<file path="src/gps_types_pkg.sv">
////////////////////////////////////////
// Field types of the per-channel state word
// kept in the shared state memory, and the
// channel index. Import where a module uses
// the types in its body.
////////////////////////////////////////
`default_nettype none

package gps_types_pkg;

   // PRN number, 1 to 32
   typedef logic [5:0] prn_t;
   // Signed offset on the nominal code rate
   typedef logic signed [15:0] dphi_t;
   // Code-clock phase accumulator
   typedef logic [15:0] ca_acc_t;
   // G1 or G2 register, numbered as in the ICD
   typedef logic [10:1] lfsr_t;
   // Chip index within one code epoch
   typedef logic [9:0] chip_cnt_t;
   // Channel index, room for four channels
   typedef logic [1:0] chan_t;

   // Width of one packed state word
   function automatic int state_width(int hist_width);
      return $bits(prn_t) + $bits(dphi_t) + $bits(ca_acc_t) + 1 +
             2 * $bits(lfsr_t) + $bits(chip_cnt_t) + 2 * hist_width;
   endfunction

endpackage

`default_nettype wire

</file>
<file path="src/ca_code_pkg.sv">
////////////////////////////////////////
// GPS C/A code constants. Code length,
// nominal code-clock increment and the G2
// tap selection per PRN (ICD table).
////////////////////////////////////////
`default_nettype none

package ca_code_pkg;

   // Chips per code epoch
   localparam int ca_code_len = 1023;

   // Quarter turn of the accumulator per step
   // One chip every four channel steps at zero offset
   localparam logic [15:0] ca_rate_inc = 16'd16384;

   // G2 taps per PRN, high nibble is tap A, low nibble tap B
   localparam logic [7:0] g2_taps [1:32] = '{
      8'h26, 8'h37, 8'h48, 8'h59, 8'h19, 8'h2a, 8'h18, 8'h29,
      8'h3a, 8'h23, 8'h34, 8'h56, 8'h67, 8'h78, 8'h89, 8'h9a,
      8'h14, 8'h25, 8'h36, 8'h47, 8'h58, 8'h69, 8'h13, 8'h46,
      8'h57, 8'h68, 8'h79, 8'h8a, 8'h16, 8'h27, 8'h38, 8'h49
   };

   // First G2 tap position for a PRN
   function automatic logic [3:0] g2_tap_a(gps_types_pkg::prn_t prn);
      // Unconfigured PRN falls back to taps 1 and 2
      if (prn >= 6'd1 && prn <= 6'd32)
         return g2_taps[prn][7:4];
      return 4'd1;
   endfunction

   // Second G2 tap position for a PRN
   function automatic logic [3:0] g2_tap_b(gps_types_pkg::prn_t prn);
      if (prn >= 6'd1 && prn <= 6'd32)
         return g2_taps[prn][3:0];
      return 4'd2;
   endfunction

endpackage

`default_nettype wire

</file>
<file path="src/ca_generator_sw.sv">
////////////////////////////////////////
// One step of the G1/G2 C/A generator.
// Pure combinational, the registers live
// outside and are passed in and out, so a
// single instance serves every channel.
////////////////////////////////////////
`default_nettype none

module ca_generator_sw (
   input  wire logic                     enable,
   input  wire gps_types_pkg::prn_t      prn,
   input  wire gps_types_pkg::lfsr_t     g1_in,
   input  wire gps_types_pkg::lfsr_t     g2_in,
   input  wire gps_types_pkg::chip_cnt_t chip_cnt_in,
   output gps_types_pkg::lfsr_t          g1_out,
   output gps_types_pkg::lfsr_t          g2_out,
   output gps_types_pkg::chip_cnt_t      chip_cnt_out,
   output logic                          chip,
   output logic                          epoch
);
   import gps_types_pkg::*;
   import ca_code_pkg::*;

   logic [3:0] tap_a;
   logic [3:0] tap_b;
   logic       g1_fb;
   logic       g2_fb;
   logic       wrap;

   // PRN-selected G2 phase taps
   assign tap_a = g2_tap_a(prn);
   assign tap_b = g2_tap_b(prn);

   // Current chip from the present register contents
   assign chip = g1_in[10] ^ g2_in[tap_a] ^ g2_in[tap_b];

   // G1 is 1 + x^3 + x^10
   assign g1_fb = g1_in[3] ^ g1_in[10];
   // G2 is 1 + x^2 + x^3 + x^6 + x^8 + x^9 + x^10
   assign g2_fb = g2_in[2] ^ g2_in[3] ^ g2_in[6] ^ g2_in[8] ^ g2_in[9] ^ g2_in[10];

   // Last chip of the epoch
   assign wrap = chip_cnt_in == chip_cnt_t'(ca_code_len - 1);

   always_comb begin
      g1_out       = g1_in;
      g2_out       = g2_in;
      chip_cnt_out = chip_cnt_in;
      epoch        = 1'b0;
      if (enable) begin
         if (wrap) begin
            // Epoch boundary, restart both registers
            g1_out       = '1;
            g2_out       = '1;
            chip_cnt_out = '0;
            epoch        = 1'b1;
         end else begin
            g1_out       = {g1_in[9:1], g1_fb};
            g2_out       = {g2_in[9:1], g2_fb};
            chip_cnt_out = chip_cnt_in + 1'b1;
         end
      end
   end

endmodule

`default_nettype wire

</file>
<file path="src/ca_upsampler_sw.sv">
////////////////////////////////////////
// Switching C/A upsampler. Takes one
// channel's state on step, and one cycle
// later presents the early, prompt and late
// chips, the chip strobe and the next state.
////////////////////////////////////////
`default_nettype none

module ca_upsampler_sw #(
   parameter int hist_width = 2
) (
   input  wire logic                     clk,
   input  wire logic                     rst_n,
   input  wire logic                     step,
   // Channel configuration
   input  wire gps_types_pkg::prn_t      prn,
   input  wire gps_types_pkg::dphi_t     dphi,
   // Upsampler and generator state in
   input  wire gps_types_pkg::ca_acc_t   acc_in,
   input  wire logic                     clk_hist_in,
   input  wire gps_types_pkg::lfsr_t     g1_in,
   input  wire gps_types_pkg::lfsr_t     g2_in,
   input  wire gps_types_pkg::chip_cnt_t chip_cnt_in,
   input  wire logic [hist_width-1:0]    prompt_hist_in,
   input  wire logic [hist_width-1:0]    late_hist_in,
   // Next state out
   output gps_types_pkg::ca_acc_t        acc_out,
   output logic                          clk_hist_out,
   output gps_types_pkg::lfsr_t          g1_out,
   output gps_types_pkg::lfsr_t          g2_out,
   output gps_types_pkg::chip_cnt_t      chip_cnt_out,
   output logic [hist_width-1:0]         prompt_hist_out,
   output logic [hist_width-1:0]         late_hist_out,
   // Code outputs
   output logic                          early,
   output logic                          prompt,
   output logic                          late,
   output logic                          chip_stb,
   output logic                          epoch
);
   import gps_types_pkg::*;
   import ca_code_pkg::*;

   typedef logic [hist_width-1:0] chip_hist_t;

   localparam int acc_msb = $bits(ca_acc_t) - 1;

   // Alignment stage, one copy of every input
   prn_t       prn_q;
   dphi_t      dphi_q;
   ca_acc_t    acc_q;
   logic       clk_hist_q;
   lfsr_t      g1_q;
   lfsr_t      g2_q;
   chip_cnt_t  chip_cnt_q;
   chip_hist_t prompt_q;
   chip_hist_t late_q;

   always_ff @(posedge clk or negedge rst_n) begin
      if (!rst_n) begin
         prn_q      <= '0;
         dphi_q     <= '0;
         acc_q      <= '0;
         clk_hist_q <= 1'b0;
         g1_q       <= '0;
         g2_q       <= '0;
         chip_cnt_q <= '0;
         prompt_q   <= '0;
         late_q     <= '0;
      end else if (step) begin
         prn_q      <= prn;
         dphi_q     <= dphi;
         acc_q      <= acc_in;
         clk_hist_q <= clk_hist_in;
         g1_q       <= g1_in;
         g2_q       <= g2_in;
         chip_cnt_q <= chip_cnt_in;
         prompt_q   <= prompt_hist_in;
         late_q     <= late_hist_in;
      end
   end

   // Code clock, nominal increment plus the rate offset
   assign acc_out = acc_q + ca_rate_inc + ca_acc_t'(dphi_q);

   // Inverted accumulator MSB is the code clock
   assign clk_hist_out = ~acc_out[acc_msb];
   // Rising edge against the previous step of this channel
   assign chip_stb = clk_hist_out & ~clk_hist_q;

   // Generator advances once per chip strobe
   ca_generator_sw u_gen (
      .enable       (chip_stb),
      .prn          (prn_q),
      .g1_in        (g1_q),
      .g2_in        (g2_q),
      .chip_cnt_in  (chip_cnt_q),
      .g1_out       (g1_out),
      .g2_out       (g2_out),
      .chip_cnt_out (chip_cnt_out),
      .chip         (early),
      .epoch        (epoch)
   );

   // Prompt trails early by hist_width steps
   assign prompt_hist_out = {prompt_q[hist_width-2:0], early};
   assign prompt          = prompt_q[hist_width-1];

   // Late trails prompt by the same amount
   assign late_hist_out = {late_q[hist_width-2:0], prompt};
   assign late          = late_q[hist_width-1];

endmodule

`default_nettype wire

</file>
<file path="src/state_ram.sv">
////////////////////////////////////////
// Channel state memory. One packed word
// per channel, single port, read data
// registered one cycle after the address.
////////////////////////////////////////
`default_nettype none

module state_ram #(
   parameter int  num_chan   = 4,
   parameter int  hist_width = 2,
   localparam int state_w    = gps_types_pkg::state_width(hist_width)
) (
   input  wire logic                 clk,
   input  wire logic                 rst_n,
   input  wire logic                 we,
   input  wire gps_types_pkg::chan_t addr,
   input  wire logic [state_w-1:0]   wdata,
   output logic [state_w-1:0]        rdata
);

   logic [state_w-1:0] mem [num_chan];

   // Read before write on the same address
   always_ff @(posedge clk or negedge rst_n) begin
      if (!rst_n) begin
         // Start every channel from a known word
         for (int i = 0; i < num_chan; i++) begin
            mem[i] <= '0;
         end
         rdata <= '0;
      end else begin
         if (we) begin
            mem[addr] <= wdata;
         end
         rdata <= mem[addr];
      end
   end

endmodule

`default_nettype wire

</file>
<file path="src/state_arbiter.sv">
////////////////////////////////////////
// Arbiter in front of the state memory.
// Host configuration writes win over the
// channel sequencer, and only the granted
// peer reaches the memory port.
////////////////////////////////////////
`default_nettype none

module state_arbiter #(
   parameter int  hist_width = 2,
   localparam int state_w    = gps_types_pkg::state_width(hist_width)
) (
   // Host port, always a write
   input  wire logic                 host_req,
   input  wire gps_types_pkg::chan_t host_addr,
   input  wire logic [state_w-1:0]   host_wdata,
   // Sequencer port
   input  wire logic                 seq_req,
   input  wire logic                 seq_we,
   input  wire gps_types_pkg::chan_t seq_addr,
   input  wire logic [state_w-1:0]   seq_wdata,
   // Grants
   output logic                      host_gnt,
   output logic                      seq_gnt,
   // Memory port
   output logic                      mem_we,
   output gps_types_pkg::chan_t      mem_addr,
   output logic [state_w-1:0]        mem_wdata
);

   // Fixed priority, host first
   assign host_gnt = host_req;
   assign seq_gnt  = seq_req & ~host_req;

   // Memory request of the granted peer
   always_comb begin
      if (host_gnt) begin
         mem_we    = 1'b1;
         mem_addr  = host_addr;
         mem_wdata = host_wdata;
      end else begin
         // Idle cycles still present the sequencer address
         mem_we    = seq_gnt & seq_we;
         mem_addr  = seq_addr;
         mem_wdata = seq_wdata;
      end
   end

endmodule

`default_nettype wire

</file>
<file path="src/channel_sequencer.sv">
////////////////////////////////////////
// Round-robin channel walker. Per slot it
// reads a channel's state, steps the shared
// upsampler and writes the new state back,
// dropping the write-back when the host has
// rewritten the same channel meanwhile.
////////////////////////////////////////
`default_nettype none

module channel_sequencer #(
   parameter int  num_chan   = 4,
   parameter int  hist_width = 2,
   localparam int state_w    = gps_types_pkg::state_width(hist_width)
) (
   input  wire logic                     clk,
   input  wire logic                     rst_n,
   // Memory access through the arbiter
   input  wire logic                     seq_gnt,
   input  wire logic [state_w-1:0]       rdata,
   output logic                          seq_req,
   output logic                          seq_we,
   output gps_types_pkg::chan_t          seq_addr,
   output logic [state_w-1:0]            seq_wdata,
   // Host write seen this cycle
   input  wire logic                     host_hit,
   input  wire gps_types_pkg::chan_t     host_chan,
   // State toward the upsampler
   output logic                          step,
   output gps_types_pkg::prn_t           prn,
   output gps_types_pkg::dphi_t          dphi,
   output gps_types_pkg::ca_acc_t        acc,
   output logic                          clk_hist,
   output gps_types_pkg::lfsr_t          g1,
   output gps_types_pkg::lfsr_t          g2,
   output gps_types_pkg::chip_cnt_t      chip_cnt,
   output logic [hist_width-1:0]         prompt_hist,
   output logic [hist_width-1:0]         late_hist,
   // Next state from the upsampler
   input  wire gps_types_pkg::ca_acc_t   acc_nxt,
   input  wire logic                     clk_hist_nxt,
   input  wire gps_types_pkg::lfsr_t     g1_nxt,
   input  wire gps_types_pkg::lfsr_t     g2_nxt,
   input  wire gps_types_pkg::chip_cnt_t chip_cnt_nxt,
   input  wire logic [hist_width-1:0]    prompt_hist_nxt,
   input  wire logic [hist_width-1:0]    late_hist_nxt,
   // Slot done
   output logic                          smp_valid,
   output gps_types_pkg::chan_t          smp_chan
);
   import gps_types_pkg::*;

   typedef enum logic [1:0] {s_read, s_wait, s_step, s_write} seq_state_t;

   seq_state_t         state;
   chan_t              chan_q;
   chan_t              chan_nxt;
   logic               drop_q;
   logic               hit_now;
   logic [state_w-1:0] st_q;

   // Host rewrite of the channel in flight
   assign hit_now = host_hit && (host_chan == chan_q);

   assign chan_nxt = (chan_q == chan_t'(num_chan - 1)) ? '0 : chan_q + 1'b1;

   assign seq_addr = chan_q;
   assign smp_chan = chan_q;

   // Unpack the state word read for this slot
   assign {prn, dphi, acc, clk_hist, g1, g2, chip_cnt, prompt_hist, late_hist} = st_q;

   // Configuration stays, dynamic fields come from the upsampler
   assign seq_wdata = {prn, dphi, acc_nxt, clk_hist_nxt, g1_nxt, g2_nxt,
                       chip_cnt_nxt, prompt_hist_nxt, late_hist_nxt};

   always_comb begin
      seq_req   = 1'b0;
      seq_we    = 1'b0;
      step      = 1'b0;
      smp_valid = 1'b0;
      case (state)
         s_read: seq_req = 1'b1;
         s_step: step = 1'b1;
         s_write: begin
            // No write-back request once the slot is dropped
            seq_req   = ~drop_q;
            seq_we    = ~drop_q;
            smp_valid = ~drop_q & seq_gnt;
         end
         default: ;
      endcase
   end

   always_ff @(posedge clk or negedge rst_n) begin
      if (!rst_n) begin
         state  <= s_read;
         chan_q <= '0;
         drop_q <= 1'b0;
      end else begin
         case (state)
            s_read: begin
               if (seq_gnt) begin
                  state <= s_wait;
               end
            end
            s_wait: begin
               drop_q <= hit_now;
               state  <= s_step;
            end
            s_step: begin
               drop_q <= drop_q | hit_now;
               state  <= s_write;
            end
            s_write: begin
               // Done on grant, or skipped after a host rewrite
               if (drop_q || hit_now || seq_gnt) begin
                  chan_q <= chan_nxt;
                  drop_q <= 1'b0;
                  state  <= s_read;
               end
            end
            default: state <= s_read;
         endcase
      end
   end

   // Read data is valid in the cycle after the read grant
   always_ff @(posedge clk) begin
      if (state == s_wait) begin
         st_q <= rdata;
      end
   end

endmodule

`default_nettype wire

</file>
<file path="src/ca_channel_top.sv">
////////////////////////////////////////
// Time-multiplexed C/A code channel.
// The host configures channels by strobe,
// the sequencer steps them in turn and each
// finished slot is marked by smp_valid.
////////////////////////////////////////
`default_nettype none

module ca_channel_top #(
   parameter int num_chan   = 4,
   parameter int hist_width = 2
) (
   input  wire logic                 clk,
   input  wire logic                 rst_n,
   // Host configuration strobe
   input  wire logic                 cfg_we,
   input  wire gps_types_pkg::chan_t cfg_chan,
   input  wire gps_types_pkg::prn_t  cfg_prn,
   input  wire gps_types_pkg::dphi_t cfg_dphi,
   // Per-slot code outputs
   output logic                      smp_valid,
   output gps_types_pkg::chan_t      smp_chan,
   output logic                      early,
   output logic                      prompt,
   output logic                      late,
   output logic                      chip_stb,
   output logic                      epoch
);
   import gps_types_pkg::*;

   localparam int state_w = state_width(hist_width);

   typedef logic [hist_width-1:0] chip_hist_t;

   logic               host_gnt;
   logic               seq_gnt;
   logic               seq_req;
   logic               seq_we;
   chan_t              seq_addr;
   logic [state_w-1:0] seq_wdata;
   logic               mem_we;
   chan_t              mem_addr;
   logic [state_w-1:0] mem_wdata;
   logic [state_w-1:0] rdata;
   logic [state_w-1:0] init_word;

   // Sequencer to upsampler
   logic       step;
   prn_t       prn;
   dphi_t      dphi;
   ca_acc_t    acc;
   logic       clk_hist;
   lfsr_t      g1;
   lfsr_t      g2;
   chip_cnt_t  chip_cnt;
   chip_hist_t prompt_hist;
   chip_hist_t late_hist;

   // Upsampler back to sequencer
   ca_acc_t    acc_nxt;
   logic       clk_hist_nxt;
   lfsr_t      g1_nxt;
   lfsr_t      g2_nxt;
   chip_cnt_t  chip_cnt_nxt;
   chip_hist_t prompt_hist_nxt;
   chip_hist_t late_hist_nxt;
   logic       up_chip_stb;
   logic       up_epoch;

   // Fresh channel, registers all ones and strobe history set
   assign init_word = {cfg_prn, cfg_dphi, ca_acc_t'(0), 1'b1, lfsr_t'('1), lfsr_t'('1),
                       chip_cnt_t'(0), chip_hist_t'(0), chip_hist_t'(0)};

   // Strobes only count at the end of a written slot
   assign chip_stb = smp_valid & up_chip_stb;
   assign epoch    = smp_valid & up_epoch;

   state_arbiter #(.hist_width(hist_width)) u_arb (
      .host_req   (cfg_we),
      .host_addr  (cfg_chan),
      .host_wdata (init_word),
      .seq_req    (seq_req),
      .seq_we     (seq_we),
      .seq_addr   (seq_addr),
      .seq_wdata  (seq_wdata),
      .host_gnt   (host_gnt),
      .seq_gnt    (seq_gnt),
      .mem_we     (mem_we),
      .mem_addr   (mem_addr),
      .mem_wdata  (mem_wdata)
   );

   state_ram #(.num_chan(num_chan), .hist_width(hist_width)) u_ram (
      .clk   (clk),
      .rst_n (rst_n),
      .we    (mem_we),
      .addr  (mem_addr),
      .wdata (mem_wdata),
      .rdata (rdata)
   );

   channel_sequencer #(.num_chan(num_chan), .hist_width(hist_width)) u_seq (
      .clk             (clk),
      .rst_n           (rst_n),
      .seq_gnt         (seq_gnt),
      .rdata           (rdata),
      .seq_req         (seq_req),
      .seq_we          (seq_we),
      .seq_addr        (seq_addr),
      .seq_wdata       (seq_wdata),
      .host_hit        (host_gnt),
      .host_chan       (cfg_chan),
      .step            (step),
      .prn             (prn),
      .dphi            (dphi),
      .acc             (acc),
      .clk_hist        (clk_hist),
      .g1              (g1),
      .g2              (g2),
      .chip_cnt        (chip_cnt),
      .prompt_hist     (prompt_hist),
      .late_hist       (late_hist),
      .acc_nxt         (acc_nxt),
      .clk_hist_nxt    (clk_hist_nxt),
      .g1_nxt          (g1_nxt),
      .g2_nxt          (g2_nxt),
      .chip_cnt_nxt    (chip_cnt_nxt),
      .prompt_hist_nxt (prompt_hist_nxt),
      .late_hist_nxt   (late_hist_nxt),
      .smp_valid       (smp_valid),
      .smp_chan        (smp_chan)
   );

   ca_upsampler_sw #(.hist_width(hist_width)) u_up (
      .clk             (clk),
      .rst_n           (rst_n),
      .step            (step),
      .prn             (prn),
      .dphi            (dphi),
      .acc_in          (acc),
      .clk_hist_in     (clk_hist),
      .g1_in           (g1),
      .g2_in           (g2),
      .chip_cnt_in     (chip_cnt),
      .prompt_hist_in  (prompt_hist),
      .late_hist_in    (late_hist),
      .acc_out         (acc_nxt),
      .clk_hist_out    (clk_hist_nxt),
      .g1_out          (g1_nxt),
      .g2_out          (g2_nxt),
      .chip_cnt_out    (chip_cnt_nxt),
      .prompt_hist_out (prompt_hist_nxt),
      .late_hist_out   (late_hist_nxt),
      .early           (early),
      .prompt          (prompt),
      .late            (late),
      .chip_stb        (up_chip_stb),
      .epoch           (up_epoch)
   );

endmodule

`default_nettype wire

</file>
<file path="config.mk">
export PLATFORM = sky130hd
export DESIGN_NAME = ca_channel_top
export DESIGN_NICKNAME = d
export VERILOG_FILES = /design/src/gps_types_pkg.sv /design/src/ca_code_pkg.sv /design/src/ca_generator_sw.sv /design/src/ca_upsampler_sw.sv /design/src/state_ram.sv /design/src/state_arbiter.sv /design/src/channel_sequencer.sv /design/src/ca_channel_top.sv
export SDC_FILE = /design/constraint.sdc
export NUM_CORES = 1
export LEC_CHECK = 0
export ABC_AREA = 1
export BUFFER_PORTS_ARGS = -buffer_cell sky130_fd_sc_hd__buf_2
export CAP_MARGIN = 30
export CORE_ASPECT_RATIO = 1.5
export CORE_MARGIN = 3
export CORE_UTILIZATION = 38
export CTS_CLUSTER_SIZE = 25
export DETAILED_ROUTE_END_ITERATION = 8
export PLACE_DENSITY = 0.64
export SLEW_MARGIN = 20
export SYNTH_ARGS = -nofsm -noshare
export SYNTH_HDL_FRONTEND = slang
export SYNTH_SLANG_ARGS = --single-unit
</file>
<file path="constraint.sdc">
create_clock -name clk -period 5 [get_ports clk]
set_clock_uncertainty 0.2 [all_clocks]
set_input_delay 1 -clock clk [delete_from_list [all_inputs] [get_ports clk]]
set_output_delay 1 -clock clk [all_outputs]
set_load 0.005 [all_outputs]
</file>
==> out/metrics.yaml <==
global_route:
  grt_pass1_vias: 16800
  grt_pass1_wl_um: 90490
  grt-ovfl-total: 0
  grt_max_degree: 121
  grtUsageTotal: 0.1827
  antenna_found_initial: 0
floorplan:
  num_io_pins: 35
  start_util: 0.3869
  dieArea_um2: 61340
  die_y_um: 301.8
  rows: 107
  die_w_um: 203.2
  core-area_um2: 57300
clock_tree:
  clockBufferDepth: 3
  clkLatencyLatePin_ps: 570
  cts_sinks: 516
  clkTransAtPathRegs_ps: 60
  cts_tree: "built"
  clockRootBuffer: "clkbuf_16"
  cts_resized: 0
  postCtsHoldBufs: 0
  htree_levels: 2
  post-cts-setup-buffer-count: 0
  cts_made_buffers: 49
route:
  viasPerCell: 5.279
  firstDrtPassIters: 5
  via_count: 16170
  routed_wl_um: 55540
  drt_iter0_markers: 1272
  wl_per_cell_um: 18.13
  drc: 0
  ant_nets: 0
sta:
  min_period_over_period: 0.9173
  fmax_mhz: 218.0
  drv_slew: 0
  max_slew_margin: 0.3030
  tightest_slew_ps: 1045
  finalSetupViolations: 0
  rsz0062_at_grt: "false"
  min_period_ps: 4586
  finalHoldViolations: 0
  setup_ws_ps: 413.7
  setup_tns_ps: 0
logic_synthesis:
  synth_area_leaders: "dfrtp_1, nand2_1, edfxtp_1, a22oi_1, o21ai_0"
  synth_edf_count: 73
  yosys_most_used_dff: "dfrtp_1"
  synth_area_per_cell_um2: 9.801
  syn_inst: 2262
  syn-cell-area_um2: 22170
  seq_area_frac_synth: 0.5989
  yosysTopAreaCell: "dfrtp_1"
  yosysMostFrequentCell: "nand2_1"
  ys_types: 43
  yosysWarnings: 0
  yosys-top-cells-count: "nand2_1, dfrtp_1, inv_1"
  syn-num-nets: 2331
  ys_seq_elements: 516
  synthArstFlopShare: 0.8585
  synth.top_cell.area_share: 0.5000
final_layout:
  drive_above_1_share: 0.1117
  fin_util: 0.4324
  nFillCells: 5522
  stdcell_area_um2: 24780
  multi_input_area_um2: 7770
  area_growth_pct: 11.76
  fin_nets: 2330
  num_antenna_cells: 0
  seq_area_um2: 13280
placed_design:
  dpl_cell_area_um2: 23110
  io_buffers: 34
  routabilityCongestion: 0.8459
  hpwl_um: 32940
  post-place-ws_ps: 1011
critical_path:
  cp.required_ps: 3800
  cp.arrival_ps: 3390
  start_kind: "flip-flop"
  critPathMaxFanout: 22
  criticalPathCategory: "reg2out"
  worstSetupEndpointType: "output pin"
power_and_ir_drop:
  ir_drop_mv: 0.4393
  power_density_nw_per_um2: 713.9
  leakagePower_nw: 11.45
min_path:
  worstHoldPathType: "reg2reg"
run_status:
  status: "finished clean"
flow_run:
  drv_cap: 0
## final cells by class
type | instances | share of cell area
Clock buffer | 72 | 0.05706
Clock inverter | 18 | 0.009342
Inverter | 153 | 0.02318
Multi-Input combinational cell | 1472 | 0.3136
Sequential cell | 516 | 0.5359
Tap cell | 763 | 0.03853
Timing Repair Buffer | 69 | 0.02242
## state kept, by name, indices dropped and copies added, names as in the netlist
register / count
u_up.late_q: 2
u_seq.drop_q: 1
u_up.acc_q: 16
u_up.clk_hist_q: 1
u_seq.seq_addr: 2
u_up.prompt_q: 2
u_seq.st_q: 73
u_up.chip_cnt_q: 10
u_up.g1_q: 10
u_ram.mem: 292
u_up.g2_q: 10
u_up.dphi_q: 16
u_ram.rdata: 73
u_up.prn_q: 6
u_seq.state: 2
## worst max-delay path: stages (launching register included)
cell	delay, ps
dfrtp_1	380
ha_1	280
ha_1	180
inv_1	60
fa_1	360
inv_1	100
nand2_1	60
nand2_1	70
o21ai_2	80
o21ai_4	190
nand3_1	90
nand2_1	130
or2_4	150
nand3_4	270
nor3_1	270
buf_2	150
## layer usage
layer,GRT usage,wire length [um],vias to the layer above
met2,0.3259,28040,497
met4,0.05871,1678,0
met1,0.2312,22820,8031
li1,-,-,7531
met3,0.02315,3008,111
met5,0,0,-
## kinds of logic (layout without fill, tap and decap cells)
logic type	after synthesis	in the layout	synth area share
and+or+nand+nor	948	948	0.1775
adders and majority gates	42	42	0.02404
muxes	44	44	0.02235
xor gates and xnor gates	12	12	0.004741
AOI/OAI and AO/OA	426	426	0.1194
DFF	516	516	0.5989
buffers and inverters	274	312	0.05299
## cells in the final DEF, fill, tap and decap left out, types with 9 or more instances in the layout
cell	count
a21oi_1	27
a22oi_1	103
a31oi_1	46
buf_12	9
buf_2	33
buf_4	26
clkbuf_1	14
clkbuf_16	50
dfrtp_1	443
edfxtp_1	73
ha_1	39
inv_1	137
inv_2	16
mux2_2	44
nand2_1	740
nand3_1	53
nand3_2	27
nand4_1	15
nor2_1	81
nor2_4	9
o21ai_0	128
o21ai_1	67
o221ai_1	34
## report_power, final
group	internal [mW]	total (mW)	switching, mW
combinational	2.26	6.54	4.28
clock	2.22	3.79	1.57
sequential	6.34	7.36	1.01
## per-stage QoR
step                total power [mW]  instances  hold WS [ps]
floorplan                      11.98       2262         200.7
global placement               13.63       2969         201.1
detailed placement             13.95       2972         204.2
CTS                            17.80       3062         217.7
global route                   19.03       3063         221.1
finish                         17.69       3063         215.2
## worst paths after layout
kind | startpoint | endpoint | slack [ps] | depth (start not counted)
min in group asynchronous | rst_n | u_ram.rdata[10] | 350 | 1
max in group asynchronous | rst_n | u_ram.mem[59] | 3210 | 2
setup / recovery | u_up.dphi_q[1] | epoch | 410 | 15
setup reg to reg | u_up.dphi_q[1] | u_ram.mem[154] | 1020 | 18
hold reg to reg | u_ram.rdata[62] | u_seq.st_q[62] | 220 | 0
hold / removal | u_ram.rdata[62] | u_seq.st_q[62] | 220 | 0
(Power assumes the default switching activity.)
